## src/efuse_pkg.sv

```systemverilog
////////////////////
// Shared constants for the eFUSE subsystem
// Macro address is {word[7:0], bit[5:0]}; only bits 0..39 exist
// Timing counts are in i_clk cycles and must fit a 4-bit counter
////////////////////
`default_nettype none

package efuse_pkg;

  // Macro address split
  localparam int EFUSE_WORD_W    = 8;
  localparam int EFUSE_BIT_W     = 6;
  localparam int EFUSE_ADDR_W    = EFUSE_WORD_W + EFUSE_BIT_W;
  localparam int EFUSE_DATA_W    = 40;
  localparam int EFUSE_NUM_WORDS = 1 << EFUSE_WORD_W;
  // Highest legal bit index in a word
  localparam logic [EFUSE_BIT_W-1:0] EFUSE_MAX_BIT = EFUSE_BIT_W'(EFUSE_DATA_W - 1);

  // Register port
  localparam int REG_ADDR_W = 4;
  localparam int REG_DATA_W = 32;

  // Register map
  localparam logic [REG_ADDR_W-1:0] REG_CTRL     = 4'd0;
  localparam logic [REG_ADDR_W-1:0] REG_STATUS   = 4'd1;
  localparam logic [REG_ADDR_W-1:0] REG_RDATA_LO = 4'd2;
  localparam logic [REG_ADDR_W-1:0] REG_RDATA_HI = 4'd3;

  // CTRL and STATUS field positions
  localparam int CTRL_RD_BIT     = 0;
  localparam int CTRL_PGM_BIT    = 1;
  localparam int CTRL_ADDR_LSB   = 8;
  localparam int STATUS_BUSY_BIT = 0;
  localparam int STATUS_DONE_BIT = 1;
  localparam int STATUS_ERR_BIT  = 2;

  // Pin timing counts
  localparam int EFUSE_CNT_W = 4;
  localparam logic [EFUSE_CNT_W-1:0] EFUSE_SETUP_CYCLES      = 4'd2;
  localparam logic [EFUSE_CNT_W-1:0] EFUSE_RD_STROBE_CYCLES  = 4'd4;
  localparam logic [EFUSE_CNT_W-1:0] EFUSE_PGM_STROBE_CYCLES = 4'd8;
  localparam logic [EFUSE_CNT_W-1:0] EFUSE_HOLD_CYCLES       = 4'd1;

  // Sequencer state codes
  localparam int SEQ_STATE_W = 3;
  localparam logic [SEQ_STATE_W-1:0] SEQ_IDLE   = 3'd0;
  localparam logic [SEQ_STATE_W-1:0] SEQ_WAIT   = 3'd1;
  localparam logic [SEQ_STATE_W-1:0] SEQ_SETUP  = 3'd2;
  localparam logic [SEQ_STATE_W-1:0] SEQ_STROBE = 3'd3;
  localparam logic [SEQ_STATE_W-1:0] SEQ_HOLD   = 3'd4;
  localparam logic [SEQ_STATE_W-1:0] SEQ_FINISH = 3'd5;

endpackage

`default_nettype wire
```

## src/efuse_ctrl_if.sv

```systemverilog
////////////////////
// Command and result link, register block to sequencer
// Starts are dropped while busy is high
////////////////////
`timescale 1ns/1ps
`default_nettype none

interface efuse_ctrl_if
  import efuse_pkg::*;
();

  // Commands, one-cycle pulses
  logic                    start_read;
  logic                    start_prog;
  // Macro address, held from the start pulse
  logic [EFUSE_ADDR_W-1:0] addr;

  // Results
  logic                    busy;
  logic                    done;
  // Only valid together with done
  logic                    error;
  logic [EFUSE_DATA_W-1:0] rdata;

  modport regs (
    output start_read, start_prog, addr,
    input  busy, done, error, rdata
  );

  modport seq (
    input  start_read, start_prog, addr,
    output busy, done, error, rdata
  );

endinterface

`default_nettype wire

```

## src/efuse_regs.sv

```systemverilog
////////////////////
// Register block, no bus handshake
// Reads return the register one clock after i_reg_rd
// Unmapped addresses read zero, writes to them are dropped
////////////////////
`timescale 1ns/1ps
`default_nettype none

module efuse_regs
  import efuse_pkg::*;
(
  input  wire                   i_clk,
  input  wire                   i_rst_n,
  input  wire                   i_reg_wr,
  input  wire                   i_reg_rd,
  input  wire  [REG_ADDR_W-1:0] i_reg_addr,
  input  wire  [REG_DATA_W-1:0] i_reg_wdata,
  output logic [REG_DATA_W-1:0] o_reg_rdata,
  efuse_ctrl_if.regs            ctrl
);

  logic                    ctrl_wr;
  logic                    start_read_q;
  logic                    start_prog_q;
  logic [EFUSE_ADDR_W-1:0] addr_q;
  logic                    done_q;
  logic                    error_q;
  logic [EFUSE_DATA_W-1:0] rdata_q;
  logic [REG_DATA_W-1:0]   rd_mux;

  assign ctrl_wr = i_reg_wr && (i_reg_addr == REG_CTRL);

  // Start pulses, one cycle after the CTRL write
  always_ff @(posedge i_clk or negedge i_rst_n) begin
    if (!i_rst_n) begin
      start_read_q <= 1'b0;
      start_prog_q <= 1'b0;
    end else begin
      start_read_q <= ctrl_wr && i_reg_wdata[CTRL_RD_BIT];
      start_prog_q <= ctrl_wr && i_reg_wdata[CTRL_PGM_BIT];
    end
  end

  // Address field of CTRL
  always_ff @(posedge i_clk) begin
    if (ctrl_wr) begin
      addr_q <= i_reg_wdata[CTRL_ADDR_LSB +: EFUSE_ADDR_W];
    end
  end

  assign ctrl.start_read = start_read_q;
  assign ctrl.start_prog = start_prog_q;
  assign ctrl.addr       = addr_q;

  // Sticky status
  // An accepted start clears it, a dropped start does not
  always_ff @(posedge i_clk or negedge i_rst_n) begin
    if (!i_rst_n) begin
      done_q  <= 1'b0;
      error_q <= 1'b0;
    end else if (ctrl.done) begin
      done_q  <= 1'b1;
      error_q <= ctrl.error;
    end else if ((start_read_q || start_prog_q) && !ctrl.busy) begin
      done_q  <= 1'b0;
      error_q <= 1'b0;
    end
  end

  // Result word from the sequencer
  always_ff @(posedge i_clk) begin
    if (ctrl.done) begin
      rdata_q <= ctrl.rdata;
    end
  end

  // Read mux
  always_comb begin
    rd_mux = '0;
    case (i_reg_addr)
      REG_CTRL: begin
        rd_mux[CTRL_ADDR_LSB +: EFUSE_ADDR_W] = addr_q;
      end
      REG_STATUS: begin
        rd_mux[STATUS_BUSY_BIT] = ctrl.busy;
        rd_mux[STATUS_DONE_BIT] = done_q;
        rd_mux[STATUS_ERR_BIT]  = error_q;
      end
      REG_RDATA_LO: rd_mux = rdata_q[REG_DATA_W-1:0];
      // Upper fuse bits, zero-extended
      REG_RDATA_HI: rd_mux = REG_DATA_W'(rdata_q[EFUSE_DATA_W-1:REG_DATA_W]);
      default:      rd_mux = '0;
    endcase
  end

  // Read data holds until the next read
  always_ff @(posedge i_clk or negedge i_rst_n) begin
    if (!i_rst_n) begin
      o_reg_rdata <= '0;
    end else if (i_reg_rd) begin
      o_reg_rdata <= rd_mux;
    end
  end

endmodule

`default_nettype wire

```

## src/flat_wrapper.sv

```systemverilog
// flat-port wrapper written by rule: the top's interface ports become plain ports
module efuse_regs_flat import efuse_pkg::*;
  (i_clk, i_rst_n, i_reg_wr, i_reg_rd, i_reg_addr, i_reg_wdata, o_reg_rdata, ctrl_start_read, ctrl_start_prog, ctrl_addr, ctrl_busy, ctrl_done, ctrl_error, ctrl_rdata);
  efuse_ctrl_if ctrl_i ();
  input  wire i_clk;
  input  wire i_rst_n;
  input  wire i_reg_wr;
  input  wire i_reg_rd;
  input  wire  [REG_ADDR_W-1:0] i_reg_addr;
  input  wire  [REG_DATA_W-1:0] i_reg_wdata;
  output logic [REG_DATA_W-1:0] o_reg_rdata;
  output wire logic [$bits(ctrl_i.start_read)-1:0] ctrl_start_read;
  output wire logic [$bits(ctrl_i.start_prog)-1:0] ctrl_start_prog;
  output wire logic [$bits(ctrl_i.addr)-1:0] ctrl_addr;
  input wire logic [$bits(ctrl_i.busy)-1:0] ctrl_busy;
  input wire logic [$bits(ctrl_i.done)-1:0] ctrl_done;
  input wire logic [$bits(ctrl_i.error)-1:0] ctrl_error;
  input wire logic [$bits(ctrl_i.rdata)-1:0] ctrl_rdata;
  assign ctrl_start_read = ctrl_i.start_read;
  assign ctrl_start_prog = ctrl_i.start_prog;
  assign ctrl_addr = ctrl_i.addr;
  assign ctrl_i.busy = ctrl_busy;
  assign ctrl_i.done = ctrl_done;
  assign ctrl_i.error = ctrl_error;
  assign ctrl_i.rdata = ctrl_rdata;
  efuse_regs u_core (.i_clk(i_clk), .i_rst_n(i_rst_n), .i_reg_wr(i_reg_wr), .i_reg_rd(i_reg_rd), .i_reg_addr(i_reg_addr), .i_reg_wdata(i_reg_wdata), .o_reg_rdata(o_reg_rdata), .ctrl(ctrl_i));
endmodule
```

## config.mk

```make
export PLATFORM = sky130hd
export DESIGN_NAME = efuse_regs_flat
export DESIGN_NICKNAME = d
export VERILOG_FILES = /design/src/efuse_pkg.sv /design/src/efuse_ctrl_if.sv /design/src/efuse_regs.sv /design/src/flat_wrapper.sv
export SDC_FILE = /design/constraint.sdc
export NUM_CORES = 1
export LEC_CHECK = 0
export BUFFER_PORTS_ARGS = -buffer_cell sky130_fd_sc_hd__buf_4
export CORE_MARGIN = 2
export CORE_UTILIZATION = 35
export CTS_BUF_LIST = sky130_fd_sc_hd__clkbuf_4 sky130_fd_sc_hd__clkbuf_8
export CTS_CLUSTER_SIZE = 25
export DETAILED_ROUTE_END_ITERATION = 8
export GPL_ROUTABILITY_DRIVEN = 0
export GPL_TIMING_DRIVEN = 1
export PLACE_DENSITY_LB_ADDON = 0.15
export SLEW_MARGIN = 20
export SYNTH_ARGS = -nofsm -noshare
export SYNTH_HDL_FRONTEND = slang
export SYNTH_SLANG_ARGS = --single-unit
```

## constraint.sdc

```tcl
create_clock -name i_clk -period 1.01 [get_ports i_clk]
set_clock_uncertainty 0.15 [all_clocks]
set_input_delay 0.0505 -clock i_clk [delete_from_list [all_inputs] [get_ports i_clk]]
set_output_delay 0.0505 -clock i_clk [all_outputs]
set_load 0.02 [all_outputs]
```

==> impl_metrics.py, run 1 <==
metrics = {
    "drt": {
        "dr_total_vias": 2526,
        "dr.pass1.iters": 4,
        "initialDrtViolationCount": 66,
        "top_layer": "met4",
        "dr_wl_met3_um": 378,
        "antenna_left": 0,
        "route.detailed.drc": 0,
        "wl_met2_mm": 4.28,
        "post_drt_wl_per_cell_um": 14.6,
        "vias_per_cell": 4.44,
        "routed_wl_mm": 8.30,
        "wl_met1_mm": 3.50,
    },
    "synthesis": {
        "ys_ff_latch": 90,
        "synth_top_area_share_pct": 47.9,
        "synth_most_common_cell": "edfxtp_1",
        "synth_nets": 296,
        "netlist_area_um2": 3380,
        "yosys-top-cells-area": "edfxtp_1 (48%), dfrtp_1 (27%), nand3_2 (3.0%), a22oi_1 (2.7%), a22oi_2 (2.6%)",
        "synthArstFlopShare_pct": 40.0,
        "seq_area_frac_synth_pct": 74.6,
        "synthCells": 213,
        "synth.top_cells.by_count": "edfxtp_1 (54), dfrtp_1 (36), nor2_1 (20), inv_1 (13)",
        "ys_types": 28,
        "ys_warn_count": 0,
        "synth_top_area_cell": "edfxtp_1",
        "syn_area_per_cell_um2": 15.9,
        "synth_edf_count": 54,
        "ys.flop_type": "edfxtp_1",
    },
    "setup_path": {
        "cp_num_buf_inv": 1,
        "endpoint_kind": "output port",
        "cp_slowest_cell": "edfxtp_1",
        "startpoint_type": "flop",
        "critPathTopFamily": "flip-flops",
        "r2r_slack_ns": -0.12,
        "rr_worst_depth": 2,
        "cp_cell_sequence": "buf_6",
        "cp_max_fo": 2,
        "required_ns": 0.81,
        "path_class": "flop to output port",
        "worstReg2RegEnd": "u_core.o_reg_rdata[1]",
        "r2r_start": "u_core.rdata_q[1]",
        "cp_data_arrival_time_ns": 0.95,
        "critPathMaxStageDelay_ns": 0.44,
    },
    "grt": {
        "grt_max_degree": 37,
        "grt_use_total_pct": 15.9,
        "grt_pass1_wl_mm": 12.4,
        "grt_pass1_vias": 2518,
        "gr-total-overflow": 0,
        "antenna_found_initial": 0,
    },
    "sta": {
        "max-slew-margin-rel_pct": 68.0,
        "rsz0062_at_grt": "true",
        "slew_viol_final": 0,
        "period_needed_ns": 1.15,
        "fin_crit_sh_pct": 114,
        "fmax_ghz": 0.869,
        "setup_violations": 63,
        "hold_violations": 17,
        "tightestPinTransition_ns": 0.480,
        "finalSetupTns_ns": -5.44,
        "layout_setup_ws_ns": -0.141,
        "hold_ws_ns": -0.122,
    },
    "min_path": {
        "min_path_cells": 1,
        "min_from": "ctrl_done",
        "hold_path_class": "input port to flop",
        "hold_path_end": "u_core.rdata_q[16]",
    },
    "die": {
        "die_y_um": 102,
        "core_um2": 9330,
        "row_count": 35,
        "floorplan.die_area_um2": 10500,
        "die_w_um": 102,
        "initial_utilization_pct": 36.3,
        "io_pins": 131,
    },
    "final_layout": {
        "fin_nets": 518,
        "seqCellArea_um2": 2520,
        "fillers": 746,
        "multiInputGateArea_um2": 790,
        "antenna_cells": 0,
        "syn_to_final_growth_pct": 74.1,
        "drive_above_1_share_pct": 51.1,
        "utilization_pct": 63.2,
    },
    "clocking": {
        "clk_latency_ns": 0.35,
        "cts.sinks": 90,
        "clockRootBuffer": "clkbuf_8",
        "cts_tree": "yes",
        "cts-htree-levels": 3,
        "cts_buffers": 9,
        "cts.path.max_buffers": 2,
        "clkSlewWorstSetupHoldPaths_ns": 0.09,
    },
    "placed_design": {
        "dp_hpwl_mm": 5.11,
        "dp_slack_ns": -0.307,
        "portBuffers": 114,
    },
    "power": {
        "p_per_area_nw_per_um2": 1430,
        "finalPower_mw": 8.40,
        "p_leak_nw": 2.45,
        "peakVddDrop_mv": 0.638,
    },
    "status": {
        "violations": "negative hold slack, negative setup slack",
        "status": "finished, violations left",
    },
    "job": {
        "max_cap_violations": 0,
    },
}
==> sequential cells by signal, indices dropped and copies added, names as in the netlist <==
register,cells
u_core.done_q,1
u_core.error_q,1
u_core.ctrl.start_prog,1
u_core.ctrl.start_read,1
u_core.ctrl.addr,14
u_core.o_reg_rdata,32
u_core.rdata_q,40
==> where the power goes <==
group	internal (mW)	switching (mW)	leakage, nW
Sequential	4.14	0.119	0.978
Combinational	0.679	0.474	1.35
Clock	1.67	1.31	0.126
==> final cells by class <==
| cell class | count | share of cell area, % |
|---|---|---|
| inverter | 13 | 0.828 |
| multi-input combinational | 98 | 13.4 |
| timing repair buffer | 223 | 36.0 |
| sequential | 90 | 42.9 |
| clock buffer | 9 | 2.10 |
| clock inverter | 7 | 2.10 |
| tap | 129 | 2.74 |
==> worst max path at each step <==
stage | to | slack (ns) | depth (start not counted) | from
after floorplan | u_core.ctrl.addr[0] | -0.34 | 3 | i_reg_addr[2]
after global placement | u_core.ctrl.addr[13] | -0.30 | 3 | i_reg_addr[2]
after detailed placement | u_core.ctrl.addr[12] | -0.31 | 3 | i_reg_addr[2]
after CTS | ctrl_addr[10] | -0.16 | 1 | u_core.ctrl.addr[10]
after global routing | ctrl_addr[5] | -0.18 | 1 | u_core.ctrl.addr[5]
final | ctrl_addr[0] | -0.14 | 1 | u_core.ctrl.addr[0]
==> per-layer routing <==
layer	vias up	GRT usage (%)
met2	74	26.5
met1	1208	20.1
li1	1230	-
met5	-	0
met3	14	3.28
met4	0	7.18
==> cell usage in the layout, fill, tap and decap left out, drive strengths merged, types with 2 or more instances in the layout <==
cell type,n
and3,2
o21ai,11
a222oi,3
o22ai,3
clkbuf,10
dfrtp,36
a22oi,19
a21oi,19
nand2,2
bufinv,3
edfxtp,54
dlygate4sd3,63
nor2,20
inv,16
nand3,10
buf,158
and2b,2
==> metrics by stage <==
stage / cells / area, um2
global route: 569 / 5890
CTS: 556 / 5690
detailed placement: 458 / 4480
global placement: 458 / 4480
floorplan: 213 / 3400
finish: 569 / 5890
==> timing repair <==
item,4_1_cts,5_1_grt
gates cloned,0,1
pin swaps,2,17
gates resized for setup,50,20
setup endpoints to repair,52,81
endpoints found under the hold margin,107,18
hold buffers,63,3
buffers inserted,19,11
==> kinds of logic (layout without fill, tap and decap cells) <==
group	Yosys count	in the layout	share of synthesized area, %
buffers and inverters	25	252	3.99
flip-flops	90	90	74.6
AO/OA/AOI/OAI	58	58	13.7
AND/OR/NAND/NOR	40	40	7.77
Power figures use the tool's default switching activity.
==> run 2, diff against run 1 <==
--- a/config.mk
+++ b/config.mk
@@ -7,7 +7,7 @@
 export LEC_CHECK = 0
 export BUFFER_PORTS_ARGS = -buffer_cell sky130_fd_sc_hd__buf_4
 export CORE_MARGIN = 2
-export CORE_UTILIZATION = 35
+export CORE_UTILIZATION = 45
 export CTS_BUF_LIST = sky130_fd_sc_hd__clkbuf_4 sky130_fd_sc_hd__clkbuf_8
 export CTS_CLUSTER_SIZE = 25
 export DETAILED_ROUTE_END_ITERATION = 8
==> constraint.sdc (replaced) <==
create_clock -name i_clk -period 1.01 [get_ports i_clk]
set_clock_uncertainty 0.15 [all_clocks]
set_input_delay 0.1515 -clock i_clk [delete_from_list [all_inputs] [get_ports i_clk]]
set_output_delay 0.1515 -clock i_clk [all_outputs]
set_load 0.02 [all_outputs]
==> impl_metrics.py, run 2 (same netlist as run 1, synthesis figures left out) <==
metrics = {
    "min_path": {
        "hold_path_end": "u_core.o_reg_rdata[0]",
        "hold_path_class": "input port to flop",
        "min_path_cells": 3,
        "min_from": "ctrl_busy",
    },
    "grt": {
        "grt_pass1_vias": 2660,
        "grt_max_degree": 37,
        "antenna_found_initial": 0,
        "gr-total-overflow": 0,
        "grt_use_total_pct": 20.9,
        "grt_pass1_wl_mm": 13.2,
    },
    "final_layout": {
        "multiInputGateArea_um2": 833,
        "fin_cells": 537,
        "layout.cells.most_common": "buf_4",
        "fin_nets": 516,
        "fillers": 418,
        "antenna_cells": 0,
        "syn_to_final_growth_pct": 71.6,
        "largest_register_ffs": 40,
        "max_flop_register": "u_core.rdata_q",
        "seqCellArea_um2": 2520,
        "drive_above_1_share_pct": 53.7,
        "final_cell_mix": "buf_4 (98), dlygate4sd3_1 (59), buf_6 (56), edfxtp_1 (54), dfrtp_1 (34)",
    },
    "die": {
        "die_y_um": 90.7,
        "die_w_um": 90.7,
        "core_um2": 7250,
        "row_count": 31,
        "initial_utilization_pct": 46.6,
        "floorplan.die_area_um2": 8230,
        "io_pins": 131,
    },
    "setup_path": {
        "cp_slowest_cell": "edfxtp_1",
        "r2r_slack_ns": -0.09,
        "cp_data_arrival_time_ns": 0.95,
        "path_class": "flop to output port",
        "startpoint_type": "flop",
        "worstReg2RegEnd": "u_core.o_reg_rdata[17]",
        "rr_worst_depth": 3,
        "crit_cells": 1,
        "cp_num_buf_inv": 1,
        "critPathMaxStageDelay_ns": 0.45,
        "cp_max_fo": 2,
        "endpoint_kind": "output port",
        "required_ns": 0.71,
        "critPathTopFamily": "flip-flops",
        "r2r_start": "u_core.ctrl.addr[9]",
        "cp_cell_sequence": "buf_6",
    },
    "clocking": {
        "cts.sinks": 90,
        "cts_tree": "yes",
        "clkSlewWorstSetupHoldPaths_ns": 0.08,
        "clockRootBuffer": "clkbuf_8",
        "cts_buffers": 9,
        "cts.path.max_buffers": 2,
        "cts-htree-levels": 3,
        "clk_latency_ns": 0.35,
        "hold_buffers": 59,
    },
    "drt": {
        "dr_total_vias": 2579,
        "routed_wl_mm": 8.68,
        "dr.pass1.iters": 4,
        "wl_met2_mm": 4.81,
        "initialDrtViolationCount": 92,
        "wl_met1_mm": 3.29,
        "route.detailed.drc": 0,
        "top_layer": "met4",
        "dr_wl_met3_um": 459,
        "antenna_left": 0,
        "vias_per_cell": 4.80,
        "post_drt_wl_per_cell_um": 16.2,
    },
    "sta": {
        "slew_viol_final": 0,
        "max-slew-margin-rel_pct": 68.7,
        "period_needed_ns": 1.26,
        "tightestPinTransition_ns": 0.470,
        "hold_violations": 1,
        "setup_violations": 79,
        "hold_ws_ns": -0.0168,
        "rsz0062_at_grt": "true",
        "finalSetupTns_ns": -10.69,
        "layout_setup_ws_ns": -0.246,
        "fin_crit_sh_pct": 124,
        "fmax_ghz": 0.796,
    },
    "status": {
        "status": "finished, violations left",
        "violations": "negative hold slack, negative setup slack",
    },
    "placed_design": {
        "dp_hpwl_mm": 4.79,
        "portBuffers": 114,
        "dp_slack_ns": -0.394,
        "dp.cells": 426,
    },
    "power": {
        "finalPower_mw": 7.82,
        "p_per_area_nw_per_um2": 1350,
        "p_leak_nw": 2.42,
        "peakVddDrop_mv": 1.00,
    },
    "job": {
        "max_cap_violations": 0,
    },
}
==> run 2: through the flow <==
stage	area, um2	util (%)
floorplan	3400	-
global placement	4430	61.1
detailed placement	4430	61.1
CTS	5570	76.8
global route	5800	80.0
finish	5800	80.0
==> run 2: worst max-delay path by stage <==
stage	from	endpoint	slack, ns
after floorplan	i_reg_addr[2]	u_core.ctrl.addr[0]	-0.44
after global placement	i_reg_addr[0]	u_core.o_reg_rdata[6]	-0.36
after detailed placement	i_reg_addr[0]	u_core.o_reg_rdata[18]	-0.39
after CTS	u_core.ctrl.addr[9]	ctrl_addr[9]	-0.24
after global routing	u_core.ctrl.addr[9]	ctrl_addr[9]	-0.28
final	u_core.ctrl.addr[9]	ctrl_addr[9]	-0.25
==> run 2: worst reg2reg max path, stage by stage, from the launching register on <==
cell and delay, ns:
edfxtp_1 0.45, buf_6 0.15, a22oi_2 0.18, a21oi_2 0.07
==> run 2: metal layers <==
metal	global-route usage (%)	vias up
li1	-	1224
met1	24.8	1257
met2	37.3	88
met3	5.59	10
met4	5.77	0
met5	0	-
==> run 2: what timing repair did <==
action                     in CTS  in global routing
setup endpoints to repair      58                 95
hold endpoints to repair       94                  1
pin swaps                      10                 15
gates cloned                    0                  3
gates resized for setup        54                 31
buffers inserted               19                 17
==> run 2: report_power, final <==
part           internal (mW)  total [mW]  leakage, nW  switching [mW]
combinational          0.671        1.16         1.34           0.488
sequential              4.15        4.27        0.978           0.127
clock                   1.22        2.39        0.104            1.17
total                   6.03        7.82         2.42            1.79
==> run 2: layout make-up <==
type	count	share of cell area, %
multi-input combinational	99	14.4
clock inverter	4	0.776
timing repair buffer	220	35.9
tap	99	2.13
sequential	90	43.5
clock buffer	12	2.52
inverter	13	0.841
==> run 3, diff against run 2 <==
--- a/config.mk
+++ b/config.mk
@@ -6,6 +6,7 @@
 export NUM_CORES = 1
 export LEC_CHECK = 0
 export BUFFER_PORTS_ARGS = -buffer_cell sky130_fd_sc_hd__buf_4
+export CAP_MARGIN = 20
 export CORE_MARGIN = 2
 export CORE_UTILIZATION = 45
 export CTS_BUF_LIST = sky130_fd_sc_hd__clkbuf_4 sky130_fd_sc_hd__clkbuf_8
@@ -14,6 +15,7 @@
 export GPL_ROUTABILITY_DRIVEN = 0
 export GPL_TIMING_DRIVEN = 1
 export PLACE_DENSITY_LB_ADDON = 0.15
+export SKIP_CTS_REPAIR_TIMING = 1
 export SLEW_MARGIN = 20
 export SYNTH_ARGS = -nofsm -noshare
 export SYNTH_HDL_FRONTEND = slang
==> impl_metrics.py, run 3 (same netlist as run 1, synthesis figures left out) <==
metrics = {
    "status": {
        "status": "finished, violations left",
        "violations": "negative hold slack, negative setup slack",
    },
    "clocking": {
        "clockRootBuffer": "clkbuf_8",
        "cts_tree": "yes",
        "cts.sinks": 90,
        "clkSlewWorstSetupHoldPaths_ns": 0.08,
        "cts-htree-levels": 3,
        "cts_buffers": 9,
        "clk_latency_ns": 0.34,
        "cts.path.max_buffers": 2,
    },
    "sta": {
        "tightestPinTransition_ns": 0.473,
        "slew_viol_final": 0,
        "period_needed_ns": 1.25,
        "layout_setup_ws_ns": -0.241,
        "rsz0062_at_grt": "true",
        "hold_ws_ns": -0.0197,
        "hold_violations": 1,
        "max-slew-margin-rel_pct": 68.5,
        "setup_violations": 77,
        "fmax_ghz": 0.799,
        "finalSetupTns_ns": -10.35,
        "fin_crit_sh_pct": 124,
    },
    "grt": {
        "grt_pass1_vias": 2184,
        "grt_pass1_wl_mm": 10.9,
        "grt_use_total_pct": 17.4,
        "gr-total-overflow": 0,
        "antenna_found_initial": 0,
        "grt_max_degree": 37,
    },
    "power": {
        "power.internal_mw": 6.03,
        "clockPowerShare_pct": 30.7,
        "p_sw_share_pct": 22.9,
        "peakVddDrop_mv": 0.957,
        "p_leak_nw": 2.38,
        "p_per_area_nw_per_um2": 1360,
        "p_comb_share_pct": 14.7,
        "power_frac_seq_pct": 54.6,
        "p_sw_mw": 1.79,
    },
    "setup_path": {
        "cp_cell_sequence": "buf_6",
        "cp_num_buf_inv": 1,
        "cp_max_fo": 2,
        "critPathMaxStageDelay_ns": 0.45,
        "cp_data_arrival_time_ns": 0.95,
        "path_class": "flop to output port",
        "startpoint_type": "flop",
        "endpoint_kind": "output port",
        "cp_slowest_cell": "edfxtp_1",
        "critPathTopFamily": "flip-flops",
        "required_ns": 0.71,
    },
    "drt": {
        "antenna_left": 0,
        "dr_total_vias": 2536,
        "dr.pass1.iters": 6,
        "routed_wl_mm": 8.73,
        "route.detailed.drc": 0,
        "vias_per_cell": 4.80,
        "post_drt_wl_per_cell_um": 16.5,
        "initialDrtViolationCount": 71,
    },
    "final_layout": {
        "fin_nets": 507,
        "drive_above_1_share_pct": 51.0,
        "antenna_cells": 0,
        "multiInputGateArea_um2": 830,
        "postLayoutCellArea_um2": 5750,
        "seqCellArea_um2": 2520,
        "final_cell_mix": "buf_4 (87), dlygate4sd3_1 (59), buf_6 (57), edfxtp_1 (54), dfrtp_1 (34)",
        "layout.cells.most_common": "buf_4",
        "utilization_pct": 79.3,
        "syn_to_final_growth_pct": 69.9,
        "largest_register_ffs": 40,
        "max_flop_register": "u_core.rdata_q",
        "fillers": 425,
    },
    "die": {
        "io_pins": 131,
        "row_count": 31,
        "initial_utilization_pct": 46.6,
        "floorplan.die_area_um2": 8230,
        "core_um2": 7250,
        "die_w_um": 90.7,
        "die_y_um": 90.7,
    },
    "placed_design": {
        "postPlaceCellArea_um2": 4430,
        "dp_slack_ns": -0.394,
        "portBuffers": 114,
        "dp_hpwl_mm": 4.79,
    },
    "job": {
        "max_cap_violations": 0,
    },
    "min_path": {
        "hold_path_class": "input port to flop",
    },
}
run 3: power by group through the flow:
stage	sequential (mW)	combinational, mW	clock [mW]
after detailed placement	4.32	0.811	0
after CTS	4.25	0.811	2.45
after floorplan	4.42	0.204	0
after global routing	4.30	1.23	2.62
final	4.27	1.15	2.40
after global placement	4.31	0.799	0
run 3: worst paths after layout:
kind / start / endpoint / slack (ns) / cells after the start
setup / recovery: u_core.ctrl.addr[1] / ctrl_addr[1] / -0.24 / 1
hold / removal: ctrl_busy / u_core.o_reg_rdata[0] / -0.02 / 3
setup reg to reg: u_core.ctrl.addr[3] / u_core.o_reg_rdata[11] / -0.10 / 3
max in group asynchronous: i_rst_n / u_core.ctrl.start_prog / 0.19 / 2
hold reg to reg: u_core.rdata_q[22] / u_core.o_reg_rdata[22] / 0.35 / 2
min in group asynchronous: i_rst_n / u_core.o_reg_rdata[27] / 0.16 / 2
run 3: routing by layer:
metal,up-vias,wire length [um],track usage [%]
met1,1222,3360,22.6
li1,1209,-,-
met4,0,157,7.31
met3,13,440,4.42
met2,92,4770,27.7
met5,-,0,0
run 3: final cells by class:
| cell class | count | share of cell area [%] |
|---|---|---|
| flip-flops and latches | 90 | 43.9 |
| well taps | 99 | 2.15 |
| clock inverters | 4 | 0.783 |
| inverters | 13 | 0.849 |
| multi-input cells | 99 | 14.4 |
| repair buffers | 211 | 35.3 |
| clock buffers | 12 | 2.55 |
run 3: stage by stage:
stage	cells	power (mW)
finish	528	7.82
detailed placement	426	5.14
global route	528	8.14
CTS	442	7.51
global placement	426	5.11
floorplan	213	4.62
