--- config.mk ---
export PLATFORM = sky130hd
export DESIGN_NAME = efuse_sequencer_flat
export DESIGN_NICKNAME = d
export VERILOG_FILES = /design/src/efuse_pkg.sv /design/src/efuse_ctrl_if.sv /design/src/efuse_sequencer.sv /design/src/flat_wrapper.sv
export SDC_FILE = /design/constraint.sdc
export NUM_CORES = 1
export LEC_CHECK = 0
export BUFFER_PORTS_ARGS = -buffer_cell sky130_fd_sc_hd__buf_2
export CAP_MARGIN = 10
export CORE_ASPECT_RATIO = 0.9
export CORE_UTILIZATION = 47
export CTS_BUF_LIST = sky130_fd_sc_hd__clkbuf_4
export CTS_CLUSTER_DIAMETER = 30
export DETAILED_ROUTE_END_ITERATION = 7
export PLACE_DENSITY_LB_ADDON = 0.12
export SLEW_MARGIN = 15
export SYNTH_ARGS = -nofsm -noshare
export SYNTH_HDL_FRONTEND = slang
export SYNTH_SLANG_ARGS = --single-unit
export TNS_END_PERCENT = 100
--- constraint.sdc ---
create_clock -name i_clk -period 3.6 [get_ports i_clk]
set_input_delay 0.18 -clock i_clk [delete_from_list [all_inputs] [get_ports i_clk]]
set_output_delay 0.18 -clock i_clk [all_outputs]
set_load 0.05 [all_outputs]
--- src/efuse_pkg.sv ---
////////////////////
// Shared constants for the eFUSE subsystem
// Macro address is {word[7:0], bit[5:0]}; only bits 0..39 exist
// Timing counts are in i_clk cycles and must fit a 4-bit counter
////////////////////
`default_nettype none

package efuse_pkg;

  // Macro address split
  localparam int EFUSE_WORD_W    = 8;
  localparam int EFUSE_BIT_W     = 6;
  localparam int EFUSE_ADDR_W    = EFUSE_WORD_W + EFUSE_BIT_W;
  localparam int EFUSE_DATA_W    = 40;
  localparam int EFUSE_NUM_WORDS = 1 << EFUSE_WORD_W;
  // Highest legal bit index in a word
  localparam logic [EFUSE_BIT_W-1:0] EFUSE_MAX_BIT = EFUSE_BIT_W'(EFUSE_DATA_W - 1);

  // Register port
  localparam int REG_ADDR_W = 4;
  localparam int REG_DATA_W = 32;

  // Register map
  localparam logic [REG_ADDR_W-1:0] REG_CTRL     = 4'd0;
  localparam logic [REG_ADDR_W-1:0] REG_STATUS   = 4'd1;
  localparam logic [REG_ADDR_W-1:0] REG_RDATA_LO = 4'd2;
  localparam logic [REG_ADDR_W-1:0] REG_RDATA_HI = 4'd3;

  // CTRL and STATUS field positions
  localparam int CTRL_RD_BIT     = 0;
  localparam int CTRL_PGM_BIT    = 1;
  localparam int CTRL_ADDR_LSB   = 8;
  localparam int STATUS_BUSY_BIT = 0;
  localparam int STATUS_DONE_BIT = 1;
  localparam int STATUS_ERR_BIT  = 2;

  // Pin timing counts
  localparam int EFUSE_CNT_W = 4;
  localparam logic [EFUSE_CNT_W-1:0] EFUSE_SETUP_CYCLES      = 4'd2;
  localparam logic [EFUSE_CNT_W-1:0] EFUSE_RD_STROBE_CYCLES  = 4'd4;
  localparam logic [EFUSE_CNT_W-1:0] EFUSE_PGM_STROBE_CYCLES = 4'd8;
  localparam logic [EFUSE_CNT_W-1:0] EFUSE_HOLD_CYCLES       = 4'd1;

  // Sequencer state codes
  localparam int SEQ_STATE_W = 3;
  localparam logic [SEQ_STATE_W-1:0] SEQ_IDLE   = 3'd0;
  localparam logic [SEQ_STATE_W-1:0] SEQ_WAIT   = 3'd1;
  localparam logic [SEQ_STATE_W-1:0] SEQ_SETUP  = 3'd2;
  localparam logic [SEQ_STATE_W-1:0] SEQ_STROBE = 3'd3;
  localparam logic [SEQ_STATE_W-1:0] SEQ_HOLD   = 3'd4;
  localparam logic [SEQ_STATE_W-1:0] SEQ_FINISH = 3'd5;

endpackage

`default_nettype wire
--- src/efuse_ctrl_if.sv ---
////////////////////
// Command and result link, register block to sequencer
// Starts are dropped while busy is high
////////////////////
`timescale 1ns/1ps
`default_nettype none

interface efuse_ctrl_if
  import efuse_pkg::*;
();

  // Commands, one-cycle pulses
  logic                    start_read;
  logic                    start_prog;
  // Macro address, held from the start pulse
  logic [EFUSE_ADDR_W-1:0] addr;

  // Results
  logic                    busy;
  logic                    done;
  // Only valid together with done
  logic                    error;
  logic [EFUSE_DATA_W-1:0] rdata;

  modport regs (
    output start_read, start_prog, addr,
    input  busy, done, error, rdata
  );

  modport seq (
    input  start_read, start_prog, addr,
    output busy, done, error, rdata
  );

endinterface

`default_nettype wire

--- src/efuse_sequencer.sv ---
////////////////////
// Read and program cycle generator for the fuse macro
// Waits for efuse_vddrdy without timeout
// Program bit index above 39 ends in error, no strobe
////////////////////
`timescale 1ns/1ps
`default_nettype none

module efuse_sequencer
  import efuse_pkg::*;
(
  input  wire                     i_clk,
  input  wire                     i_rst_n,
  input  wire                     i_efuse_vddrdy,
  input  wire  [EFUSE_DATA_W-1:0] i_efuse_q,
  efuse_ctrl_if.seq               ctrl,
  output logic                    o_efuse_csb,
  output logic                    o_efuse_load,
  output logic                    o_efuse_pgenb,
  output logic                    o_efuse_strobe,
  output logic [EFUSE_ADDR_W-1:0] o_efuse_a
);

  logic [SEQ_STATE_W-1:0]  state_q;
  logic [SEQ_STATE_W-1:0]  state_d;
  logic [EFUSE_CNT_W-1:0]  cnt_q;
  logic [EFUSE_CNT_W-1:0]  cnt_d;
  logic                    accept;
  logic                    is_prog_q;
  logic [EFUSE_ADDR_W-1:0] addr_q;
  logic                    bit_bad;
  logic                    active_d;
  logic [EFUSE_DATA_W-1:0] rdata_q;

  // Starts only count in idle
  assign accept = (state_q == SEQ_IDLE) && (ctrl.start_read || ctrl.start_prog);

  // Out-of-range bit on a program
  assign bit_bad = is_prog_q && (addr_q[EFUSE_BIT_W-1:0] > EFUSE_MAX_BIT);

  // Next state and cycle counter
  always_comb begin
    state_d = state_q;
    cnt_d   = cnt_q;
    case (state_q)
      SEQ_IDLE: begin
        if (accept) begin
          state_d = SEQ_WAIT;
        end
      end
      SEQ_WAIT: begin
        if (bit_bad) begin
          state_d = SEQ_FINISH;
        end else if (i_efuse_vddrdy) begin
          state_d = SEQ_SETUP;
          cnt_d   = EFUSE_SETUP_CYCLES - 1'b1;
        end
      end
      SEQ_SETUP: begin
        if (cnt_q == '0) begin
          state_d = SEQ_STROBE;
          cnt_d   = is_prog_q ? (EFUSE_PGM_STROBE_CYCLES - 1'b1)
                              : (EFUSE_RD_STROBE_CYCLES - 1'b1);
        end else begin
          cnt_d = cnt_q - 1'b1;
        end
      end
      SEQ_STROBE: begin
        if (cnt_q == '0) begin
          state_d = SEQ_HOLD;
          cnt_d   = EFUSE_HOLD_CYCLES - 1'b1;
        end else begin
          cnt_d = cnt_q - 1'b1;
        end
      end
      SEQ_HOLD: begin
        if (cnt_q == '0) begin
          state_d = SEQ_FINISH;
        end else begin
          cnt_d = cnt_q - 1'b1;
        end
      end
      // Single done cycle
      SEQ_FINISH: state_d = SEQ_IDLE;
      default:    state_d = SEQ_IDLE;
    endcase
  end

  // Macro is selected from setup through hold
  assign active_d = (state_d == SEQ_SETUP) || (state_d == SEQ_STROBE) ||
                    (state_d == SEQ_HOLD);

  always_ff @(posedge i_clk or negedge i_rst_n) begin
    if (!i_rst_n) begin
      state_q        <= SEQ_IDLE;
      cnt_q          <= '0;
      is_prog_q      <= 1'b0;
      o_efuse_csb    <= 1'b1;
      o_efuse_load   <= 1'b0;
      o_efuse_pgenb  <= 1'b1;
      o_efuse_strobe <= 1'b0;
    end else begin
      state_q <= state_d;
      cnt_q   <= cnt_d;
      // Read wins if both strobes come together
      if (accept) begin
        is_prog_q <= ctrl.start_prog && !ctrl.start_read;
      end
      // Pins registered from next state, glitch free strobe
      o_efuse_csb    <= !active_d;
      o_efuse_load   <= active_d && !is_prog_q;
      o_efuse_pgenb  <= !(active_d && is_prog_q);
      o_efuse_strobe <= (state_d == SEQ_STROBE);
    end
  end

  // Address latched at accept, stable for the whole cycle
  always_ff @(posedge i_clk) begin
    if (accept) begin
      addr_q <= ctrl.addr;
    end
  end

  // Capture q on the edge that drops the strobe
  always_ff @(posedge i_clk) begin
    if ((state_q == SEQ_STROBE) && (cnt_q == '0) && !is_prog_q) begin
      rdata_q <= i_efuse_q;
    end
  end

  assign o_efuse_a  = addr_q;
  assign ctrl.busy  = (state_q != SEQ_IDLE);
  assign ctrl.done  = (state_q == SEQ_FINISH);
  assign ctrl.error = (state_q == SEQ_FINISH) && bit_bad;
  assign ctrl.rdata = rdata_q;

endmodule

`default_nettype wire

--- src/flat_wrapper.sv ---
// flat-port wrapper written by rule: the top's interface ports become plain ports
module efuse_sequencer_flat import efuse_pkg::*;
  (i_clk, i_rst_n, i_efuse_vddrdy, i_efuse_q, o_efuse_csb, o_efuse_load, o_efuse_pgenb, o_efuse_strobe, o_efuse_a, ctrl_start_read, ctrl_start_prog, ctrl_addr, ctrl_busy, ctrl_done, ctrl_error, ctrl_rdata);
  efuse_ctrl_if ctrl_i ();
  input  wire i_clk;
  input  wire i_rst_n;
  input  wire i_efuse_vddrdy;
  input  wire  [EFUSE_DATA_W-1:0] i_efuse_q;
  output logic o_efuse_csb;
  output logic o_efuse_load;
  output logic o_efuse_pgenb;
  output logic o_efuse_strobe;
  output logic [EFUSE_ADDR_W-1:0] o_efuse_a;
  input wire logic [$bits(ctrl_i.start_read)-1:0] ctrl_start_read;
  input wire logic [$bits(ctrl_i.start_prog)-1:0] ctrl_start_prog;
  input wire logic [$bits(ctrl_i.addr)-1:0] ctrl_addr;
  output wire logic [$bits(ctrl_i.busy)-1:0] ctrl_busy;
  output wire logic [$bits(ctrl_i.done)-1:0] ctrl_done;
  output wire logic [$bits(ctrl_i.error)-1:0] ctrl_error;
  output wire logic [$bits(ctrl_i.rdata)-1:0] ctrl_rdata;
  assign ctrl_i.start_read = ctrl_start_read;
  assign ctrl_i.start_prog = ctrl_start_prog;
  assign ctrl_i.addr = ctrl_addr;
  assign ctrl_busy = ctrl_i.busy;
  assign ctrl_done = ctrl_i.done;
  assign ctrl_error = ctrl_i.error;
  assign ctrl_rdata = ctrl_i.rdata;
  efuse_sequencer u_core (.i_clk(i_clk), .i_rst_n(i_rst_n), .i_efuse_vddrdy(i_efuse_vddrdy), .i_efuse_q(i_efuse_q), .ctrl(ctrl_i), .o_efuse_csb(o_efuse_csb), .o_efuse_load(o_efuse_load), .o_efuse_pgenb(o_efuse_pgenb), .o_efuse_strobe(o_efuse_strobe), .o_efuse_a(o_efuse_a));
endmodule
==> flow_summary.rst, run 1 <==
.. list-table::
   :header-rows: 1

   * - Metric
     - Value
   * - Total Routed Length
     - 5.631 mm
   * - Count of buffers inserted at the top-level ports
     - 119
   * - Count of pins over their slew limit
     - 0
   * - Post-Layout Cell Count
     - 381
   * - Class of the tightest hold or removal check
     - primary input to flop
   * - Worst-path fanout max
     - 40
   * - Top Ports
     - 120
   * - Clock transition at the register clock pins on the worst setup and hold paths after CTS
     - approximately 90 ps
   * - Max capacitance violation total
     - 0
   * - Hold Vio Cnt, Final
     - 0
   * - Antenna violations before repair
     - 0
   * - Final antenna diode count
     - 0
   * - Detailed Place HPWL
     - 3.355 mm
   * - Number of vias per cell
     - 4.677
   * - Core Util, Final
     - around three quarters
   * - Data arrival, critical path
     - 2200 ps
   * - Routability congestion estimate
     - 0.7816
   * - Horiz. Die Dim
     - roughly 77 um
   * - Antenna Nets Post-Route
     - 0
   * - P&R area growth vs syn
     - 57.10%
   * - Post-synth EDFFs
     - 54
   * - Register area share after synthesis
     - 80.86%
   * - Setup skew after layout
     - 9.169 ps
   * - Post-synthesis async set-or-reset flop share
     - 18.18%
   * - Quantity of gates resized following cts
     - 0
   * - Worst slew slack as a fraction of its limit
     - around 66%
   * - Synth Net Count
     - around 190
   * - Number of fillers in the final layout
     - 310
   * - Final nets
     - 372
   * - Share of the cycle needed by the critical path after routing
     - around three fifths
   * - Global-route wire length before repair
     - 8.769 mm
   * - Category of the worst setup path capture point
     - flop
   * - Total grt overflow
     - 0
   * - First-pass iteration count of the detailed router
     - 6
   * - Clk sinks
     - 66
   * - Largest net degree at the start of global routing
     - between 40 and 50
   * - Power per Cell Area
     - roughly 650 nW/um2
   * - Warnings, synthesis
     - 0
   * - Worst setup SP type
     - flop
   * - Share of cells above drive strength 1
     - 45.57%
   * - Final Setup Violations
     - 0
   * - Netlist cell types
     - 37
   * - Starting Density
     - about half
   * - Row Count
     - 24
   * - Required time at the endpoint of the critical path
     - approximately 3600 ps
   * - Violation count after the first detailed-routing iteration
     - between 50 and 60
   * - DRC viols
     - 0
   * - Clk root buf
     - sky130_fd_sc_hd__clkbuf_4
   * - Routed wire length per instance
     - 14.78 um
   * - FMAX
     - 460.7 MHz
   * - Unrepaired setup endpoints after global routing
     - false
   * - Clk_lat worst skew
     - just under 400 ps
   * - Count of placed standard cells including taps
     - 309
   * - Die outline area
     - 5352 um2
   * - Instance count of the mapped netlist
     - 127
   * - Die span in y
     - 69.51 um
   * - Flops & latches, synth
     - 66
   * - Core area
     - between 4000 and 5000 um2
   * - Number of vias in the routed layout
     - roughly 1800
   * - H-tree Lvls
     - 3
   * - Critical Setup Path Class
     - flop to flop
   * - Accumulated negative setup slack
     - 0 ps
   * - TritonCTS clock tree
     - yes
   * - Gr usage total
     - 22.95%
   * - TritonCTS buffer count
     - 9
   * - Top_reg_cell synth
     - sky130_fd_sc_hd__edfxtp_1
   * - Clock period minus worst slack
     - between 2000 and 2500 ps
   * - Mean post-synth cell area
     - 18.74 um2
   * - Pleak
     - 1.595 nW
   * - Maximum number of buffers from clock root to sink
     - 2
   * - Status
     - completed
   * - Combined area of all synthesized cells
     - 2380 um2
   * - Slew at the pin with the worst max-slew slack
     - 506.2 ps
   * - Via count of the first global-routing pass
     - 1863
   * - Worst ir drop on vdd
     - 0.0004884 V
[placed cells by master (no fill, tap or decap), types with 2 or more instances in the layout]
| cell type | netlist | routed |
|---|---|---|
| sky130_fd_sc_hd__buf_2 | 0 | 119 |
| sky130_fd_sc_hd__dlygate4sd3_1 | 0 | 56 |
| sky130_fd_sc_hd__edfxtp_1 | 54 | 54 |
| sky130_fd_sc_hd__clkbuf_4 | 0 | 12 |
| sky130_fd_sc_hd__dfrtp_1 | 10 | 10 |
| sky130_fd_sc_hd__inv_1 | 6 | 6 |
| sky130_fd_sc_hd__a21oi_1 | 4 | 4 |
| sky130_fd_sc_hd__nor2b_1 | 3 | 3 |
| sky130_fd_sc_hd__nand2_1 | 3 | 3 |
| sky130_fd_sc_hd__nand2b_1 | 3 | 3 |
| sky130_fd_sc_hd__nor2_1 | 4 | 3 |
| sky130_fd_sc_hd__mux2_2 | 3 | 3 |
| sky130_fd_sc_hd__o21ai_0 | 2 | 2 |
| sky130_fd_sc_hd__o211ai_1 | 2 | 2 |
| sky130_fd_sc_hd__nor3b_1 | 2 | 2 |
| sky130_fd_sc_hd__nand3_1 | 2 | 2 |
| sky130_fd_sc_hd__xor2_1 | 2 | 2 |
| sky130_fd_sc_hd__and2_1 | 2 | 2 |
| sky130_fd_sc_hd__ha_1 | 2 | 2 |
| sky130_fd_sc_hd__clkinv_1 | 0 | 2 |
| sky130_fd_sc_hd__dfstp_2 | 2 | 2 |
[cells in the mapped netlist (all sizes together), types with 2 or more instances]
cell / count / area (um2)
nand3: 2 / 10.01
xor2: 2 / 17.52
edfxtp: 54 / 1622
mux2: 3 / 33.78
ha: 2 / 25.02
o211ai: 2 / 15.01
nor3b: 3 / 27.52
and2: 2 / 12.51
a21oi: 5 / 36.29
dfstp: 2 / 52.55
nand2b: 3 / 18.77
buf: 3 / 26.27
nor2b: 3 / 18.77
nor2: 4 / 15.01
inv: 6 / 22.52
dfrtp: 10 / 250.2
o21ai: 2 / 10.01
nand2: 3 / 11.26
[metrics by stage]
step / total power [mW] / worst slack (ps) / hold slack (ps) / cell area (um2)
floorplan: 1.735 / 388.8 / -115.6 / 2380
global placement: 1.905 / 1460 / 79.31 / 3045
detailed placement: 1.916 / 1436 / 69.28 / 3045
CTS: 2.421 / 1425 / 57.71 / 3739
global route: 2.534 / 1243 / 80.70 / 3739
finish: 2.413 / 1430 / 85.59 / 3739
[routing by layer]
metal / share of wire (%) / up-vias / routed length (um) / track usage, %
met1: 36 / 822 / 2018 / 22.68
met5: 0 / - / 0 / 0
met4: 1.6 / 0 / 91 / 9.015
met3: 8.8 / 11 / 494 / 10.13
li1: - / 852 / - / -
met2: 54 / 97 / 3027 / 41.77
[path summary, 6_finish.rpt]
kind	from	endpoint	slack, ps	cells past startpoint
setup / recovery	u_core.cnt_q[0]	u_core.ctrl.rdata[7]	1430	6
max in group asynchronous	i_rst_n	u_core.o_efuse_csb	3130	2
hold reg to reg	u_core.cnt_q[0]	u_core.cnt_q[0]	550	1
min in group asynchronous	i_rst_n	u_core.state_q[1]	200	2
hold / removal	ctrl_start_prog	u_core.is_prog_q	90	3
setup reg to reg	u_core.cnt_q[0]	u_core.ctrl.rdata[7]	1430	6
[registers in the layout, summed over array words and instances (netlist names)]
signal                 flops
u_core.cnt_q               4
u_core.ctrl.rdata         40
u_core.is_prog_q           1
u_core.o_efuse_a          14
u_core.o_efuse_csb         1
u_core.o_efuse_load        1
u_core.o_efuse_pgenb       1
u_core.o_efuse_strobe      1
u_core.state_q             3
[timing repair]
action,4_1_cts,5_1_grt
endpoints found under the hold margin,67,0
buffers inserted,0,0
hold buffers,56,0
[power breakdown]
| part | internal, mW | total, mW | switching, mW |
|---|---|---|---|
| logic | 0.283 | 0.885 | 0.602 |
| clock network | 0.230 | 0.457 | 0.226 |
| registers | 0.980 | 1.07 | 0.0909 |
[cell type report]
cell class / count / area [um2] / share of cell area (%)
Multi-Input combinational cell: 52 / 414.1 / 11.08
Sequential cell: 66 / 1924 / 51.47
Clock buffer: 12 / 90.09 / 2.410
Inverter: 6 / 22.52 / 0.6024
Timing Repair Buffer: 176 / 1164 / 31.12
Clock inverter: 4 / 42.54 / 1.138
Tap cell: 65 / 81.33 / 2.175
[logic make-up (layout without fill, tap and decap cells)]
logic type / after synthesis / count (layout) / share of synthesized area (%)
flops: 66 / 66 / 80.86
simple gates: 27 / 27 / 7.255
compound gates: 16 / 16 / 5.837
buf+inv: 9 / 198 / 2.050
mux: 4 / 4 / 1.840
xor+xnor: 3 / 3 / 1.104
fa+ha+maj: 2 / 2 / 1.051
[worst max-delay path: stages (launching register included)]
cell                      delay [ps]
sky130_fd_sc_hd__dfrtp_1         400
sky130_fd_sc_hd__inv_1            80
sky130_fd_sc_hd__ha_1            220
sky130_fd_sc_hd__nor3b_2         310
sky130_fd_sc_hd__nand3_1         240
sky130_fd_sc_hd__nor2_4          130
sky130_fd_sc_hd__buf_4           420
Power figures use the tool's default switching activity.
==> run 2: changes to the inputs <==
Settings changed: ABC_AREA set to 1.
Clock period 3.6 ns to 2.19 ns, I/O delays scaled along.
==> flow_summary.rst, run 2 <==
.. list-table::
   :header-rows: 1

   * - Metric
     - Value
   * - Most common library cells after synthesis
     - 54 x sky130_fd_sc_hd__edfxtp_1, 23 x sky130_fd_sc_hd__nand2_1, 14 x sky130_fd_sc_hd__inv_1
   * - Worst-path fanout max
     - 15
   * - Adder and majority gate portion of the synthesized area
     - under 10%
   * - Share of cells above drive strength 1
     - between 40% and 50%
   * - FMAX
     - 542.0 MHz
   * - Core area
     - just under 5000 um2
   * - Sum of buffers and inverters on the critical path
     - 2
   * - Flip-flop count of the largest register after layout
     - 40
   * - Die span in y
     - ~70 um
   * - Most instantiated library cell after synthesis
     - sky130_fd_sc_hd__edfxtp_1
   * - Netlist cell types
     - 23
   * - Leading cell type in the layout, fill and taps excluded
     - sky130_fd_sc_hd__buf_2
   * - Post-synthesis async set-or-reset flop share
     - 18.18%
   * - Instance count of the mapped netlist
     - 154
   * - Register-to-register path setup slack
     - about 350 ps
   * - Power per Cell Area
     - 1087 nW/um2
   * - Final nets
     - 404
   * - Largest net degree at the start of global routing
     - 41
   * - Number of fillers in the final layout
     - 309
   * - Share of the synthesized netlist area taken by xor and xnor gates
     - 0.3653%
   * - Required time at the endpoint of the critical path
     - 2230 ps
   * - TritonCTS clock tree
     - yes
   * - Pleak
     - 1.704 nW
   * - Final antenna diode count
     - 0
   * - Switching power summed over all nets
     - 1.752 mW
   * - Gr usage total
     - 23.28%
   * - Synth Net Count
     - 215
   * - Accumulated negative setup slack
     - 0 ps
   * - Clock share of power
     - 16.1%
   * - Quantity of gates resized following cts
     - 0
   * - Post-synth EDFFs
     - 54
   * - Total grt overflow
     - 0
   * - Via count of the first global-routing pass
     - 1901
   * - Setup skew after layout
     - about 7.1 ps
   * - Hold Vio Cnt, Final
     - 0
   * - Ranking of synthesized cells by area
     - sky130_fd_sc_hd__edfxtp_1 68%, sky130_fd_sc_hd__dfrtp_1 10%, sky130_fd_sc_hd__nand2_1 3.6%, sky130_fd_sc_hd__dfstp_2 2.2%, sky130_fd_sc_hd__inv_1 2.2%
   * - Compound-Gate Fraction of Synth Area
     - ~2.5%
   * - Cell Chain, Critical Path
     - nor2_2 > nand2_1 > inv_1 > o21ai_2 > inv_1
   * - Sequential cell area
     - 1924 um2
   * - Clk sinks
     - 66
   * - Flops & latches, synth
     - 66
   * - Combined area of all synthesized cells
     - 2397 um2
   * - Top_reg_cell synth
     - sky130_fd_sc_hd__edfxtp_1
   * - Starting Density
     - between 40% and 50%
   * - Unrepaired setup endpoints after global routing
     - false
   * - Slowest cell on crit path
     - sky130_fd_sc_hd__dfrtp_1
   * - Warnings, synthesis
     - 0
   * - Horiz. Die Dim
     - approximately 77 um
   * - Clk root buf
     - sky130_fd_sc_hd__clkbuf_4
   * - Detailed Place HPWL
     - 3.558 mm
   * - Critical Setup Path Class
     - flop to flop
   * - Category of the worst setup path capture point
     - flop
   * - Violation count after the first detailed-routing iteration
     - 92
   * - TritonCTS buffer count
     - 9
   * - Mean post-synth cell area
     - 15.57 um2
   * - Minimum setup slack in the final design
     - 345.1 ps
   * - Die outline area
     - ~5400 um2
   * - Yosys top cell area share
     - 67.64%
   * - Total Routed Length
     - 6.068 mm
   * - Row Count
     - 24
   * - Switching Fraction
     - 42.41%
   * - Top delay family on crit path
     - buffers and inverters
   * - Register area share after synthesis
     - about four fifths
   * - Final Setup Violations
     - 0
   * - Post-synthesis cell type with the largest combined area
     - sky130_fd_sc_hd__edfxtp_1
   * - Status
     - completed
   * - Worst ir drop on vdd
     - approximately 0.00083 V
   * - Clock period minus worst slack
     - 1845 ps
   * - Combinational share of power
     - 41.7%
   * - H-tree Lvls
     - 3
   * - Clock transition at the register clock pins on the worst setup and hold paths after CTS
     - 100 ps
   * - Area used by multi-input combinational logic
     - between 400 and 500 um2
   * - Internal power
     - 2.380 mW
   * - Routability congestion estimate
     - 0.8463
   * - Count of pins over their slew limit
     - 0
   * - Most used cell, CP
     - sky130_fd_sc_hd__inv_1
   * - Fraction of the mapped netlist area in simple logic gates
     - between 10% and 20%
   * - Setup Slack @ Placement
     - 392.6 ps
   * - Largest family of logic cells by synthesized area
     - simple AND/OR/NAND/NOR gates
   * - Share of cell area taken by muxes after synthesis
     - 0%
   * - Clk_lat worst skew
     - 400 ps
   * - Worst setup SP type
     - flop
   * - Antenna violations before repair
     - 0
   * - Routed wire length per instance
     - 14.69 um
   * - Part of the total power dissipated in sequential elements
     - 42.3%
   * - Global-route wire length before repair
     - 9.045 mm
   * - Share of the cycle needed by the critical path after routing
     - between 80% and 90%
   * - Depth of the most critical reg-to-reg path
     - 5
   * - Maximum number of buffers from clock root to sink
     - 2
   * - Number of vias in the routed layout
     - 1879
   * - Commonest cells after routing, fill and taps aside
     - 119 x sky130_fd_sc_hd__buf_2, 58 x sky130_fd_sc_hd__dlygate4sd3_1, 54 x sky130_fd_sc_hd__edfxtp_1, 23 x sky130_fd_sc_hd__nand2_1, 14 x sky130_fd_sc_hd__inv_1
   * - Count of buffers inserted at the top-level ports
     - 119
   * - Antenna Nets Post-Route
     - 0
   * - Class of the tightest hold or removal check
     - primary input to async pin
   * - Slowest Stage Delay on Critical Path
     - between 400 and 500 ps
   * - Slew at the pin with the worst max-slew slack
     - 573.7 ps
   * - Data arrival, critical path
     - 1890 ps
   * - Number of vias per cell
     - 4.550
   * - P&R area growth vs syn
     - 58.61%
   * - Max capacitance violation total
     - 0
   * - Worst R2R End
     - u_core.o_efuse_a[5]
   * - Worst slew slack as a fraction of its limit
     - roughly three fifths
   * - Top Ports
     - 120
   * - DRC viols
     - 0
   * - Launch point of the worst reg-to-reg path
     - u_core.state_q[1]
   * - First-pass iteration count of the detailed router
     - 4
==> run 2: cell count changes after synthesis, sizes merged, moves of 3 or more <==
| cell | change |
|---|---|
| o21ai | +5 |
| inv | +11 |
| a21oi | -5 |
| buf | -3 |
| mux2 | -3 |
| nand3 | +8 |
| nand2 | +24 |
| nand2b | -3 |
| nor3b | -3 |
| nor2b | -3 |
| nand4 | +3 |
| nor2 | +13 |
==> run 2: repair_timing <==
action                                 CTS  global route
endpoints found under the hold margin   68             0
hold buffers                            58             0
setup buffers                            0             0
==> run 2: worst max-delay path by stage <==
stage	from	to	cells past startpoint
after global placement	u_core.cnt_q[0]	u_core.ctrl.rdata[4]	7
after CTS	u_core.cnt_q[0]	u_core.ctrl.rdata[16]	7
after detailed placement	u_core.cnt_q[0]	u_core.ctrl.rdata[6]	7
final	u_core.state_q[1]	u_core.o_efuse_a[5]	5
after global routing	u_core.cnt_q[0]	u_core.ctrl.rdata[17]	7
after floorplan	u_core.cnt_q[0]	u_core.ctrl.rdata[0]	6
==> run 2: cells by family (layout without fill, tap and decap cells) <==
| family | after synthesis | count (layout) |
|---|---|---|
| DFF | 66 | 66 |
| and+or+nand+nor | 59 | 59 |
| buffers and inverters | 17 | 211 |
| AOI/OAI and AO/OA | 9 | 9 |
| adders and majority gates | 2 | 2 |
| xor gates and xnor gates | 1 | 1 |
==> run 2: through the flow <==
step | util [%] | std cells | power [mW] | hold WS, ps | instance area [um2]
detailed placement | 63.89 | 339 | 3.371 | 11.14 | 3108
floorplan | - | 154 | 3.005 | -186.1 | 2411
finish | 78.16 | 413 | 4.132 | 121.7 | 3802
global route | 78.16 | 413 | 4.341 | 132.1 | 3802
global placement | 63.89 | 339 | 3.366 | 11.24 | 3108
CTS | 78.16 | 413 | 4.124 | 106.2 | 3802
==> run 2: worst register-to-register path: cells and delay by family, from the launching register on <==
kind	cells	cell delay, ps
flip-flops	1	470
AND/OR/NAND/NOR	2	370
buffers and inverters	2	570
AO/OA/AOI/OAI	1	70
==> run 2: area by class of cell <==
| class | instances | area share (%) |
|---|---|---|
| Clock inverter | 3 | 0.4278 |
| Multi-Input combinational cell | 71 | 11.12 |
| Sequential cell | 66 | 50.61 |
| Timing Repair Buffer | 178 | 31.46 |
| Inverter | 17 | 1.678 |
| Clock buffer | 13 | 2.567 |
| Tap cell | 65 | 2.139 |
==> run 2: power groups by stage <==
stage          Clock, mW  Sequential [mW]  Combinational [mW]
2_1_floorplan          0             2.33               0.673
3_3_place_gp           0             1.76                1.60
3_5_place_dp           0             1.77                1.61
4_1_cts            0.682             1.74                1.70
5_1_grt            0.734             1.77                1.84
6_report           0.664             1.75                1.72
==> run 2: routing by layer <==
layer | part of all wire (%) | up-vias | track usage, % | wire length [um]
li1 | - | 920 | - | -
met1 | 38 | 859 | 25.09 | 2281
met2 | 53 | 92 | 41.99 | 3225
met3 | 8.0 | 8 | 8.158 | 483
met4 | 1.3 | 0 | 8.176 | 77
met5 | 0 | - | 0 | 0
==> run 3: changes to the inputs <==
Settings changed: CORE_UTILIZATION 47 to 42.
Clock period 2.19 ns to 1.6 ns, I/O delays scaled along.
==> flow_summary.rst, run 3 (same netlist as run 2, synthesis figures left out) <==
.. list-table::
   :header-rows: 1

   * - Metric
     - Value
   * - Slowest Stage Delay on Critical Path
     - 420 ps
   * - Detailed Place HPWL
     - 3.787 mm
   * - Clock period minus worst slack
     - 1555 ps
   * - Slew at the pin with the worst max-slew slack
     - ~400 ps
   * - Top Ports
     - 120
   * - Setup skew after layout
     - 24.05 ps
   * - Slowest cell on crit path
     - sky130_fd_sc_hd__dfrtp_1
   * - Category of the worst setup path capture point
     - flop
   * - Commonest cells after routing, fill and taps aside
     - 118 x sky130_fd_sc_hd__buf_2, 58 x sky130_fd_sc_hd__dlygate4sd3_1, 54 x sky130_fd_sc_hd__edfxtp_1, 21 x sky130_fd_sc_hd__nand2_1, 12 x sky130_fd_sc_hd__buf_4
   * - Area used by multi-input combinational logic
     - 471.7 um2
   * - Gr usage total
     - 21.18%
   * - Count of buffers inserted at the top-level ports
     - approximately 120
   * - P&R area growth vs syn
     - 69.10%
   * - Core Util, Final
     - 75.35%
   * - Horiz. Die Dim
     - around 82 um
   * - Row Count
     - 25
   * - Antenna violations before repair
     - 0
   * - Clk_lat worst skew
     - 380 ps
   * - Register-to-register path setup slack
     - 50 ps
   * - Power per Cell Area
     - between 1500 and 2000 nW/um2
   * - Count of pins over their slew limit
     - 0
   * - Max capacitance violation total
     - 0
   * - DRC viols
     - 0
   * - Worst slew slack as a fraction of its limit
     - 73.72%
   * - Starting Density
     - between 40% and 50%
   * - Leading cell type in the layout, fill and taps excluded
     - sky130_fd_sc_hd__buf_2
   * - M2 GR Usage
     - a little under two fifths
   * - Share of cells above drive strength 1
     - 50.27%
   * - H-tree Lvls
     - 3
   * - Final nets
     - between 400 and 500
   * - Sequential cell area
     - about 1900 um2
   * - Clk sinks
     - 66
   * - Launch point of the worst reg-to-reg path
     - u_core.state_q[2]
   * - Worst setup SP type
     - flop
   * - Unrepaired setup endpoints after global routing
     - true
   * - First-pass iteration count of the detailed router
     - 4
   * - Total grt overflow
     - 0
   * - Status
     - completed
   * - Critical Setup Path Class
     - flop to flop
   * - Number of vias per cell
     - ~4.5
   * - Total Routed Length
     - about 6 mm
   * - Largest net degree at the start of global routing
     - 28
   * - Worst R2R End
     - u_core.ctrl.rdata[37]
   * - Number of fillers in the final layout
     - 362
   * - Accumulated negative setup slack
     - 0 ps
   * - Antenna Nets Post-Route
     - 0
   * - Data arrival, critical path
     - between 1500 and 2000 ps
   * - Die span in y
     - 73.68 um
   * - Via count of the first global-routing pass
     - 1933
   * - Die outline area
     - 6014 um2
   * - Global-route wire length before repair
     - approximately 9 mm
   * - Share of the cycle needed by the critical path after routing
     - a little over nine tenths
   * - Depth of the most critical reg-to-reg path
     - 6
   * - Clock transition at the register clock pins on the worst setup and hold paths after CTS
     - 110 ps
   * - Worst hold margin
     - roughly 98 ps
   * - Clk root buf
     - sky130_fd_sc_hd__clkbuf_4
   * - Maximum number of buffers from clock root to sink
     - 2
   * - Final antenna diode count
     - 0
   * - TritonCTS buffer count
     - 9
   * - TritonCTS clock tree
     - yes
   * - Final Setup Violations
     - 0
   * - Worst ir drop on vdd
     - between 0.001 and 0.0015 V
   * - Core area
     - 5380 um2
   * - Violation count after the first detailed-routing iteration
     - 99
   * - Hold Vio Cnt, Final
     - 0
   * - Flip-flop count of the largest register after layout
     - 40
   * - Overall power after layout
     - 6.285 mW
   * - Most used cell, CP
     - sky130_fd_sc_hd__nor2_4
   * - Required time at the endpoint of the critical path
     - 1700 ps
   * - Met1 usage in global routing
     - 23.69%
   * - Met3 Usage GRT
     - between 6 and 7%
   * - Routability congestion estimate
     - 0.8408
   * - Class of the tightest hold or removal check
     - primary input to async pin
   * - Most Used Layer, Global Route
     - met2
   * - Worst-path fanout max
     - 7
   * - Pleak
     - 1.822 nW
   * - Number of vias in the routed layout
     - 1933
   * - Cell Chain, Critical Path
     - inv_2 > nand2_2 > nor2_4 > nand2_4 > nor2_4 > clkbuf_16
   * - Routed wire length per instance
     - around 14 um
   * - FMAX
     - 643.1 MHz
## run 3: final cells by class
type | count | share of cell area [%]
multi-input cells | 71 | 11.64
flip-flops and latches | 66 | 47.47
repair buffers | 194 | 33.33
clock inverters | 6 | 2.006
clock buffers | 10 | 1.852
inverters | 17 | 1.636
well taps | 67 | 2.068
## run 3: critical path, delay by kind of cell, from the launching register on
kind | cells | cell delay (ps)
AND/OR/NAND/NOR | 4 | 520
flip-flops | 1 | 420
buffers and inverters | 2 | 360
## run 3: worst max-delay path by stage
stage	end	cells past startpoint	from
floorplan	u_core.ctrl.rdata[0]	6	u_core.cnt_q[0]
global placement	u_core.ctrl.rdata[18]	7	u_core.cnt_q[0]
detailed placement	u_core.ctrl.rdata[14]	7	u_core.cnt_q[0]
CTS	ctrl_error	3	u_core.state_q[0]
global route	u_core.ctrl.rdata[37]	6	u_core.state_q[2]
finish	u_core.ctrl.rdata[37]	6	u_core.state_q[2]
## run 3: power by group
group	internal [mW]	switching, mW
logic	0.850	1.86
clock network	0.643	0.568
registers	2.24	0.132
## run 3: metal layers
layer | up-vias | part of all wire [%]
met2 | 96 | 50
met4 | 0 | 2.1
met3 | 12 | 7.8
li1 | 956 | -
met1 | 869 | 40
met5 | - | 0
## run 3: per-stage QoR
step	setup slack, ps	cells	instance area (um2)
finish	45.13	431	4054
global route	-29.45	431	4054
CTS	17.11	422	3930
detailed placement	93.44	348	3188
global placement	113.4	348	3188
floorplan	-290.5	154	2436
## run 3: repair_timing
action / CTS / global route
hold buffers: 58 / 0
setup endpoints to repair: 1 / 34
endpoints found under the hold margin: 68 / 0
gates cloned: 0 / 2
resized for setup: 2 / 10
buffers inserted: 0 / 7
pin swaps: 0 / 4
